[config.mk]
export PLATFORM = sky130hd
export DESIGN_NAME = lsu_top
export DESIGN_NICKNAME = d
export VERILOG_FILES = /design/src/hw/lsu_pkg.sv /design/src/hw/lsu_req_if.sv /design/src/hw/axi_read_engine.sv /design/src/hw/axi_write_engine.sv /design/src/hw/load_extract.sv /design/src/hw/lsu_issue_stage.sv /design/src/hw/lsu_top.sv /design/src/hw/store_lane_align.sv
export SDC_FILE = /design/constraint.sdc
export NUM_CORES = 1
export LEC_CHECK = 0
export ABC_AREA = 0
export BUFFER_PORTS_ARGS = -buffer_cell sky130_fd_sc_hd__buf_2
export CORE_UTILIZATION = 45
export DETAILED_ROUTE_END_ITERATION = 10
export PLACE_DENSITY = 0.79
export RECOVER_POWER = 100
export SYNTH_ARGS = -nofsm -noshare
export SYNTH_HDL_FRONTEND = slang
export SYNTH_SLANG_ARGS = --single-unit
[constraint.sdc]
create_clock -name clock -period 9.8 [get_ports clock]
set_clock_uncertainty 0.15 [all_clocks]
set_input_delay 0.49 -clock clock [delete_from_list [all_inputs] [get_ports clock]]
set_output_delay 0.49 -clock clock [all_outputs]
set_load 0.005 [all_outputs]
[src/hw/lsu_pkg.sv]
`default_nettype none

package lsu_pkg;

	localparam int data_w = 32;
	localparam int bus_w = 64;
	localparam int strb_w = 8;
	localparam int addr_w = 32;
	localparam int reg_w = 5;
	localparam int id_w = 4;
	// axsize code for a full 8-byte beat
	localparam logic [2:0] size_8b = 3'd3;

	typedef enum logic [3:0] {
		op_none = 4'd0,
		op_lb = 4'd1,
		op_lbu = 4'd2,
		op_lh = 4'd3,
		op_lhu = 4'd4,
		op_lw = 4'd5,
		op_sb = 4'd6,
		op_sh = 4'd7,
		op_sw = 4'd8
	} mem_op_e;

	typedef enum logic [2:0] {
		rd_idle = 3'd0,
		rd_wait_arready = 3'd1,
		rd_wait_rvalid = 3'd2,
		rd_shaked_r = 3'd3,
		rd_idle2 = 3'd4
	} rd_state_e;

	typedef enum logic [2:0] {
		wr_idle = 3'd0,
		wr_wait_awready = 3'd1,
		wr_wait_wready = 3'd2,
		wr_wait_bvalid = 3'd3,
		wr_shaked_b = 3'd4,
		wr_idle2 = 3'd5
	} wr_state_e;

	function automatic logic is_load(mem_op_e op);
		return op inside {op_lb, op_lbu, op_lh, op_lhu, op_lw};
	endfunction

	function automatic logic is_store(mem_op_e op);
		return op inside {op_sb, op_sh, op_sw};
	endfunction

	function automatic logic [3:0] access_bytes(mem_op_e op);
		case (op)
			op_lh, op_lhu, op_sh: return 4'd2;
			op_lw, op_sw: return 4'd4;
			default: return 4'd1;
		endcase
	endfunction

	// true when the access runs past the end of its 8-byte word
	function automatic logic needs_split(mem_op_e op, logic [2:0] offset);
		return ({1'b0, offset} + access_bytes(op)) > 4'd8;
	endfunction

endpackage

`default_nettype wire

[src/hw/lsu_req_if.sv]
`default_nettype none

interface lsu_req_if;

	logic busy;
	lsu_pkg::mem_op_e op;
	logic [lsu_pkg::addr_w-1:0] addr;
	logic [lsu_pkg::data_w-1:0] wdata;
	// bus ID stamped when the request was accepted
	logic [lsu_pkg::id_w-1:0] id;
	logic split;

	modport stage (output busy, op, addr, wdata, id, split);

	modport rd_eng (input busy, op, addr, wdata, id, split);

	modport wr_eng (input busy, op, addr, wdata, id, split);

	modport align (input op, addr, wdata);

endinterface

`default_nettype wire

[src/hw/axi_read_engine.sv]
`default_nettype none

module axi_read_engine (
	input logic clock,
	input logic reset,
	lsu_req_if.rd_eng req,
	input logic arready,
	input logic rvalid,
	input logic [lsu_pkg::id_w-1:0] rid,
	input logic [lsu_pkg::bus_w-1:0] rdata,
	output logic arvalid,
	output logic rready,
	output logic [lsu_pkg::addr_w-1:0] araddr,
	output logic [lsu_pkg::id_w-1:0] arid,
	output logic [lsu_pkg::bus_w-1:0] first_beat,
	output logic rd_done
);

	lsu_pkg::rd_state_e state;
	lsu_pkg::rd_state_e next_state;
	logic start;
	logic rsp_ok;
	// second half of a split load in progress
	logic second;

	assign start = req.busy && lsu_pkg::is_load(req.op);
	// responses carrying another ID are dropped
	assign rsp_ok = rvalid && rready && (rid == req.id);

	always_comb begin
		next_state = state;
		case (state)
			lsu_pkg::rd_idle:
				if (start)
					next_state = lsu_pkg::rd_wait_arready;
			lsu_pkg::rd_wait_arready:
				if (arready)
					next_state = lsu_pkg::rd_wait_rvalid;
			lsu_pkg::rd_wait_rvalid:
				if (rsp_ok) begin
					if (req.split && !second)
						next_state = lsu_pkg::rd_idle2;
					else
						next_state = lsu_pkg::rd_shaked_r;
				end
			lsu_pkg::rd_shaked_r:
				next_state = lsu_pkg::rd_idle;
			lsu_pkg::rd_idle2:
				next_state = lsu_pkg::rd_wait_arready;
			default:
				next_state = lsu_pkg::rd_idle;
		endcase
	end

	always_ff @(posedge clock) begin
		if (reset) begin
			state <= lsu_pkg::rd_idle;
			arvalid <= 1'b0;
			rready <= 1'b0;
			second <= 1'b0;
		end else begin
			state <= next_state;
			arvalid <= (next_state == lsu_pkg::rd_wait_arready);
			rready <= (next_state == lsu_pkg::rd_wait_rvalid);
			if (next_state == lsu_pkg::rd_idle2)
				second <= 1'b1;
			else if (state == lsu_pkg::rd_shaked_r)
				second <= 1'b0;
		end
	end

	// low word of a split load, kept until the high word arrives
	always_ff @(posedge clock) begin
		if (rsp_ok && req.split && !second)
			first_beat <= rdata;
	end

	assign araddr = {req.addr[lsu_pkg::addr_w-1:3], 3'b000}
		+ {{(lsu_pkg::addr_w-4){1'b0}}, second, 3'b000};
	assign arid = req.id;
	assign rd_done = (state == lsu_pkg::rd_shaked_r);

endmodule

`default_nettype wire

[src/hw/axi_write_engine.sv]
`default_nettype none

module axi_write_engine (
	input logic clock,
	input logic reset,
	lsu_req_if.wr_eng req,
	input logic awready,
	input logic wready,
	input logic bvalid,
	input logic [lsu_pkg::id_w-1:0] bid,
	output logic awvalid,
	output logic wvalid,
	output logic wlast,
	output logic bready,
	output logic [lsu_pkg::addr_w-1:0] awaddr,
	output logic [lsu_pkg::id_w-1:0] awid,
	output logic beat2_sel,
	output logic wr_done
);

	lsu_pkg::wr_state_e state;
	lsu_pkg::wr_state_e next_state;
	logic start;
	logic rsp_ok;

	assign start = req.busy && lsu_pkg::is_store(req.op);
	assign rsp_ok = bvalid && bready && (bid == req.id);

	// address, then data, then response, once per beat
	always_comb begin
		next_state = state;
		case (state)
			lsu_pkg::wr_idle:
				if (start)
					next_state = lsu_pkg::wr_wait_awready;
			lsu_pkg::wr_wait_awready:
				if (awready)
					next_state = lsu_pkg::wr_wait_wready;
			lsu_pkg::wr_wait_wready:
				if (wready)
					next_state = lsu_pkg::wr_wait_bvalid;
			lsu_pkg::wr_wait_bvalid:
				if (rsp_ok) begin
					if (req.split && !beat2_sel)
						next_state = lsu_pkg::wr_idle2;
					else
						next_state = lsu_pkg::wr_shaked_b;
				end
			lsu_pkg::wr_shaked_b:
				next_state = lsu_pkg::wr_idle;
			lsu_pkg::wr_idle2:
				next_state = lsu_pkg::wr_wait_awready;
			default:
				next_state = lsu_pkg::wr_idle;
		endcase
	end

	always_ff @(posedge clock) begin
		if (reset) begin
			state <= lsu_pkg::wr_idle;
			awvalid <= 1'b0;
			wvalid <= 1'b0;
			bready <= 1'b0;
			beat2_sel <= 1'b0;
		end else begin
			state <= next_state;
			awvalid <= (next_state == lsu_pkg::wr_wait_awready);
			wvalid <= (next_state == lsu_pkg::wr_wait_wready);
			bready <= (next_state == lsu_pkg::wr_wait_bvalid);
			if (next_state == lsu_pkg::wr_idle2)
				beat2_sel <= 1'b1;
			else if (state == lsu_pkg::wr_shaked_b)
				beat2_sel <= 1'b0;
		end
	end

	// every write is a single beat
	assign wlast = wvalid;

	assign awaddr = {req.addr[lsu_pkg::addr_w-1:3], 3'b000}
		+ {{(lsu_pkg::addr_w-4){1'b0}}, beat2_sel, 3'b000};
	assign awid = req.id;
	assign wr_done = (state == lsu_pkg::wr_shaked_b);

endmodule

`default_nettype wire

[src/hw/load_extract.sv]
`default_nettype none

module load_extract (
	lsu_req_if.align req,
	input logic [lsu_pkg::bus_w-1:0] first_beat,
	input logic [lsu_pkg::bus_w-1:0] rdata,
	output logic [lsu_pkg::data_w-1:0] load_result
);

	logic [2:0] offset;
	logic split;
	logic [2*lsu_pkg::bus_w-1:0] pair;
	logic [2*lsu_pkg::bus_w-1:0] shifted;
	logic [lsu_pkg::data_w-1:0] word;

	assign offset = req.addr[2:0];
	assign split = lsu_pkg::needs_split(req.op, offset);

	// high beat above the low one, so the access is contiguous
	assign pair = split ? {rdata, first_beat} : {rdata, rdata};
	assign shifted = pair >> {offset, 3'b000};
	assign word = shifted[lsu_pkg::data_w-1:0];

	always_comb begin
		case (req.op)
			lsu_pkg::op_lb:
				load_result = {{(lsu_pkg::data_w-8){word[7]}}, word[7:0]};
			lsu_pkg::op_lbu:
				load_result = {{(lsu_pkg::data_w-8){1'b0}}, word[7:0]};
			lsu_pkg::op_lh:
				load_result = {{(lsu_pkg::data_w-16){word[15]}}, word[15:0]};
			lsu_pkg::op_lhu:
				load_result = {{(lsu_pkg::data_w-16){1'b0}}, word[15:0]};
			default:
				load_result = word;
		endcase
	end

endmodule

`default_nettype wire

[src/hw/lsu_issue_stage.sv]
`default_nettype none

module lsu_issue_stage (
	input logic clock,
	input logic reset,
	input logic req_valid,
	input lsu_pkg::mem_op_e req_op,
	input logic [lsu_pkg::addr_w-1:0] req_addr,
	input logic [lsu_pkg::data_w-1:0] req_wdata,
	input logic [lsu_pkg::reg_w-1:0] req_rd,
	input logic rd_done,
	input logic wr_done,
	input logic [lsu_pkg::data_w-1:0] load_result,
	output logic allowin,
	output logic done,
	output logic rf_wen,
	output logic [lsu_pkg::reg_w-1:0] rf_waddr,
	output logic [lsu_pkg::data_w-1:0] rf_wdata,
	lsu_req_if.stage req
);

	logic [lsu_pkg::id_w-1:0] id_cnt;
	logic ready_go;
	logic accept;

	// free-running transaction ID
	always_ff @(posedge clock) begin
		if (reset)
			id_cnt <= '0;
		else
			id_cnt <= id_cnt + 1'b1;
	end

	always_comb begin
		if (lsu_pkg::is_load(req.op))
			ready_go = rd_done;
		else if (lsu_pkg::is_store(req.op))
			ready_go = wr_done;
		else
			ready_go = 1'b1;
	end

	assign allowin = !req.busy || ready_go;
	assign accept = req_valid && allowin;

	always_ff @(posedge clock) begin
		if (reset)
			req.busy <= 1'b0;
		else if (allowin)
			req.busy <= req_valid;
	end

	always_ff @(posedge clock) begin
		if (accept) begin
			req.op <= req_op;
			req.addr <= req_addr;
			req.wdata <= req_wdata;
			req.id <= id_cnt;
			req.split <= lsu_pkg::needs_split(req_op, req_addr[2:0]);
			rf_waddr <= req_rd;
		end
	end

	// the last r beat is on the bus one cycle before rd_done
	always_ff @(posedge clock) begin
		if (req.busy)
			rf_wdata <= load_result;
	end

	assign done = req.busy && ready_go;
	assign rf_wen = done && lsu_pkg::is_load(req.op);

endmodule

`default_nettype wire

[src/hw/lsu_top.sv]
`default_nettype none

module lsu_top (
	input logic clock,
	input logic reset,
	input logic req_valid,
	input lsu_pkg::mem_op_e req_op,
	input logic [lsu_pkg::addr_w-1:0] req_addr,
	input logic [lsu_pkg::data_w-1:0] req_wdata,
	input logic [lsu_pkg::reg_w-1:0] req_rd,
	output logic allowin,
	output logic done,
	output logic rf_wen,
	output logic [lsu_pkg::reg_w-1:0] rf_waddr,
	output logic [lsu_pkg::data_w-1:0] rf_wdata,
	input logic arready,
	output logic arvalid,
	output logic [lsu_pkg::addr_w-1:0] araddr,
	output logic [lsu_pkg::id_w-1:0] arid,
	output logic [7:0] arlen,
	output logic [2:0] arsize,
	output logic [1:0] arburst,
	output logic rready,
	input logic rvalid,
	input logic [lsu_pkg::bus_w-1:0] rdata,
	input logic [lsu_pkg::id_w-1:0] rid,
	input logic awready,
	output logic awvalid,
	output logic [lsu_pkg::addr_w-1:0] awaddr,
	output logic [lsu_pkg::id_w-1:0] awid,
	output logic [7:0] awlen,
	output logic [2:0] awsize,
	output logic [1:0] awburst,
	output logic wvalid,
	output logic [lsu_pkg::bus_w-1:0] wdata,
	output logic [lsu_pkg::strb_w-1:0] wstrb,
	output logic wlast,
	input logic wready,
	input logic bvalid,
	input logic [lsu_pkg::id_w-1:0] bid,
	output logic bready
);

	lsu_req_if req_bus ();

	logic rd_done;
	logic wr_done;
	logic beat2_sel;
	logic [lsu_pkg::bus_w-1:0] first_beat;
	logic [lsu_pkg::data_w-1:0] load_result;

	// single full-width beats only
	assign arlen = 8'd0;
	assign arburst = 2'd0;
	assign arsize = lsu_pkg::size_8b;
	assign awlen = 8'd0;
	assign awburst = 2'd0;
	assign awsize = lsu_pkg::size_8b;

	lsu_issue_stage u_stage (
		.clock(clock), .reset(reset),
		.req_valid(req_valid), .req_op(req_op), .req_addr(req_addr),
		.req_wdata(req_wdata), .req_rd(req_rd),
		.rd_done(rd_done), .wr_done(wr_done), .load_result(load_result),
		.allowin(allowin), .done(done), .rf_wen(rf_wen),
		.rf_waddr(rf_waddr), .rf_wdata(rf_wdata), .req(req_bus.stage)
	);

	axi_read_engine u_rd (
		.clock(clock), .reset(reset), .req(req_bus.rd_eng),
		.arready(arready), .rvalid(rvalid), .rid(rid), .rdata(rdata),
		.arvalid(arvalid), .rready(rready), .araddr(araddr), .arid(arid),
		.first_beat(first_beat), .rd_done(rd_done)
	);

	axi_write_engine u_wr (
		.clock(clock), .reset(reset), .req(req_bus.wr_eng),
		.awready(awready), .wready(wready), .bvalid(bvalid), .bid(bid),
		.awvalid(awvalid), .wvalid(wvalid), .wlast(wlast), .bready(bready),
		.awaddr(awaddr), .awid(awid), .beat2_sel(beat2_sel), .wr_done(wr_done)
	);

	store_lane_align u_st_align (
		.req(req_bus.align), .beat2_sel(beat2_sel), .wdata(wdata), .wstrb(wstrb)
	);

	load_extract u_ld_extract (
		.req(req_bus.align), .first_beat(first_beat), .rdata(rdata),
		.load_result(load_result)
	);

endmodule

`default_nettype wire

[src/hw/store_lane_align.sv]
`default_nettype none

module store_lane_align (
	lsu_req_if.align req,
	input logic beat2_sel,
	output logic [lsu_pkg::bus_w-1:0] wdata,
	output logic [lsu_pkg::strb_w-1:0] wstrb
);

	logic [2:0] offset;
	logic [lsu_pkg::bus_w-1:0] data64;
	logic [2*lsu_pkg::bus_w-1:0] data_rot;
	logic [lsu_pkg::strb_w-1:0] lane_mask;
	logic [2*lsu_pkg::strb_w-1:0] mask_rot;
	logic [lsu_pkg::strb_w-1:0] upper_lanes;

	assign offset = req.addr[2:0];

	// rotate left by the byte offset, wrapped bytes land in the low lanes
	assign data64 = {{(lsu_pkg::bus_w-lsu_pkg::data_w){1'b0}}, req.wdata};
	assign data_rot = {data64, data64} << {offset, 3'b000};
	assign wdata = data_rot[2*lsu_pkg::bus_w-1:lsu_pkg::bus_w];

	// one strobe per stored byte
	assign lane_mask = ~({lsu_pkg::strb_w{1'b1}} << lsu_pkg::access_bytes(req.op));
	assign mask_rot = {lane_mask, lane_mask} << offset;

	// lanes at or above the offset belong to the first beat
	assign upper_lanes = {lsu_pkg::strb_w{1'b1}} << offset;

	assign wstrb = beat2_sel
		? mask_rot[2*lsu_pkg::strb_w-1:lsu_pkg::strb_w] & ~upper_lanes
		: mask_rot[2*lsu_pkg::strb_w-1:lsu_pkg::strb_w] & upper_lanes;

endmodule

`default_nettype wire

==> out/results.ini <==
[outcome]
status=finished, violations left
violations=max-capacitance violations, max-slew violations

[clocking]
insertion_delay_ns=0.44
h-tree-depth=4
cts_made_buffers=17
cts_sinks=192
root_buffer=clkbuf_16
cts.repair.resized=0
cts_tree=built
clk_pin_slew_ns=0.09
postCtsHoldBufs=0
cts.path.max_buffers=2
postCtsSetupRepairBufs=0

[logic_synthesis]
synth_cell_type_count=76
synth_area_sq_um=12200
ys_warn_count=0
async_flop_share=0
synth_top_area_frac=0.428
synth_top_area_cell=edfxtp_1
seq_area_frac_synth=0.457
synth_area_per_cell_sq_um=10.4
synth_edf_count=174
ys.flop_type=edfxtp_1
ys_ff_latch=192
netlist_instances=1175
synthTopCellsByArea=edfxtp_1 (43%), mux2i_1 (7.9%), nand2_1 (4.5%)

[worst_setup_path]
r2r_start=u_stage.req.op[0]
cp_top_family=buffers and inverters
rrSetupSlack_ns=2.71
worstSetupStartpointType=flip-flop
cp-startpoint=u_stage.req.op[0]
worstPathCellList=or3b_2 > a21oi_2 > nor2_1 > ha_1 > fa_1 > xor2_1 > o22a_2 > clkbuf_1 > mux2_1 > o221ai_1 > nand4b_4 > o211ai_1
crit_buf_inv=1
timing.critical_path.to=u_stage.rf_wdata[30]
crit_path_end_kind=flip-flop
crit_type=flip-flop to flip-flop
cp_num_cells=12
worstRegToRegCells=12
cp.required_ns=9.92
crit_fanout=63
cpPeakStageDelay_ns=2.55
worst_path_max_delay_cell=clkbuf_1
arrival_ns=7.21
rr_endpoint=u_stage.rf_wdata[30]

[drt]
drt-initial-drc-count=1522
routedWlPerCell_microns=22.3
drtAntennaViolNets=0
vias_per_cell=6.08
vias=11000
drtPass1Iterations=7
drc=0
drt-total-wl_mm=40.2

[flow_run]
maxCapViolCount=7

[finish]
drive_above_1_share=0.158
area_growth_pct=14.8
fin_nets=1619
final_util=0.532

[grt]
grt_max_degree=79
grt_pass1_wl_mm=59.2
antenna_found_initial=4
grt_overflow=0
grtUsageTotal=0.280
grt_pass1_vias=10000

[hold_path]
hold_path_class=input pin to flip-flop

[pwr]
p_leak_nw=5.32
peakVddDrop_mv=0.118
p_per_area_nw_per_um2=152

[die]
initial_core_util=0.463
die_w_microns=167
ios=369
fp.dieArea_sq_um=27800
die_height_microns=167
rows=59
coreArea_sq_um=26400

[timing]
slew_viol_final=341
setup_viol_count_final=0
tightest_slew_ns=5.02
hold-worst-slack_ns=0.0633
period_share=0.723
hold_violations=0
max-slew-margin-rel=-2.34
finalSetupTns_ns=0
rsz0062_at_grt=false
max_freq_mhz=141
period_minus_slack_ns=7.09

[place]
portBuffers=336
dp_hpwl_mm=28.2
gp_congestion=0.951

## cell usage in the layout, fill, tap and decap left out, types with 13 or more instances in the layout
| cell type | instances |
|---|---|
| mux2_2 | 28 |
| edfxtp_1 | 174 |
| clkbuf_16 | 17 |
| a21oi_1 | 29 |
| o22ai_1 | 33 |
| clkbuf_2 | 13 |
| clkbuf_1 | 200 |
| nand3_1 | 57 |
| nor2_1 | 70 |
| dfxtp_1 | 18 |
| xnor2_1 | 45 |
| a211oi_1 | 18 |
| a31oi_1 | 17 |
| buf_2 | 128 |
| and3_1 | 19 |
| nand4_1 | 17 |
| conb_1 | 32 |
| nor3_1 | 21 |
| o21ai_0 | 42 |
| mux2i_1 | 96 |
| a22oi_1 | 25 |
| a22o_1 | 17 |
| xor2_1 | 21 |
| nand2_1 | 147 |
| o211ai_1 | 14 |
## layout make-up
| cell class | instances | area (sq um) |
|---|---|---|
| Multi-Input combinational cell | 883 | 5850 |
| Clock buffer | 17 | 425 |
| Timing Repair Buffer | 349 | 1510 |
| Sequential cell | 192 | 5590 |
| Tap cell | 335 | 419 |
| Fill cell | 2456 | 12300 |
| Inverter | 10 | 37.5 |
| Antenna cell | 3 | 7.51 |
| Clock inverter | 15 | 184 |
## routing by layer
| metal | GRT usage | vias to the layer above | part of all wire |
|---|---|---|---|
| met3 | 0.0651 | 104 | 0.11 |
| li1 | - | 4890 | - |
| met2 | 0.417 | 777 | 0.45 |
| met1 | 0.396 | 5192 | 0.41 |
| met5 | 0 | - | 0.00057 |
| met4 | 0.0978 | 4 | 0.031 |
## worst min-delay path by stage
| stage | from | endpoint | slack [ns] | cells past startpoint |
|---|---|---|---|---|
| 2_1_floorplan | u_stage.id_cnt[0] | u_stage.id_cnt[0] | 0.28 | 1 |
| 3_3_place_gp | u_stage.id_cnt[3] | u_stage.req.id[3] | 0.29 | 0 |
| 3_5_place_dp | u_stage.id_cnt[3] | u_stage.req.id[3] | 0.29 | 0 |
| 4_1_cts | req_addr[27] | u_stage.req.addr[27] | 0.05 | 1 |
| 5_1_grt | req_addr[20] | u_stage.req.addr[20] | 0.04 | 1 |
| 6_report | req_addr[27] | u_stage.req.addr[27] | 0.06 | 1 |
## cells by family (layout without fill, tap and decap cells)
| kind of cell | after synthesis | after routing | synth area share |
|---|---|---|---|
| other | 2 | 35 | 0.000615 |
| buffers and inverters | 130 | 391 | 0.0645 |
| muxes | 128 | 128 | 0.109 |
| and+or+nand+nor | 404 | 404 | 0.169 |
| xor gates and xnor gates | 66 | 66 | 0.0473 |
| DFF | 192 | 192 | 0.457 |
| adders and majority gates | 14 | 14 | 0.0154 |
| AOI/OAI and AO/OA | 239 | 239 | 0.137 |
## flip-flops by register name (all words and copies together) (netlist names), 4 cells and up
name	count
u_rd.first_beat	64
u_stage.id_cnt	4
u_stage.req.addr	32
u_stage.req.id	4
u_stage.req.op	4
u_stage.req.wdata	32
u_stage.rf_waddr	5
u_stage.rf_wdata	32
## where the power goes
part | leakage, nW | internal [W] | total (W) | switching, W
Combinational | 3.24 | 0.000172 | 0.000434 | 0.000261
Sequential | 1.78 | 0.000942 | 0.000981 | 0.0000382
Clock | 0.294 | 0.000348 | 0.000721 | 0.000373
## cell usage after synthesis, types with 11 or more instances
cell / n
mux2i_1: 96
nor3_1: 21
mux2_2: 31
ha_1: 11
and3_1: 19
dfxtp_1: 18
a211oi_1: 18
xnor2_1: 45
a31oi_1: 17
buf_2: 28
o211ai_1: 11
a21oi_1: 29
nand3_2: 14
nand4_1: 16
a22o_1: 17
a22oi_1: 25
nor2_1: 69
nand2_1: 147
clkbuf_1: 30
edfxtp_1: 174
buf_4: 48
nand3_1: 45
o21ai_0: 41
xor2_1: 21
o22ai_1: 33
## through the flow
stage	instance area [sq um]	instances	power [W]	setup WS (ns)
global route	14000	1803	0.00221	2.38
global placement	13800	1769	0.00143	4.93
floorplan	12300	1205	0.00127	5.91
CTS	14400	1801	0.00215	4.76
detailed placement	13800	1769	0.00144	4.81
finish	14000	1804	0.00214	2.71
Note: power is estimated with default switching activity, not from simulation.
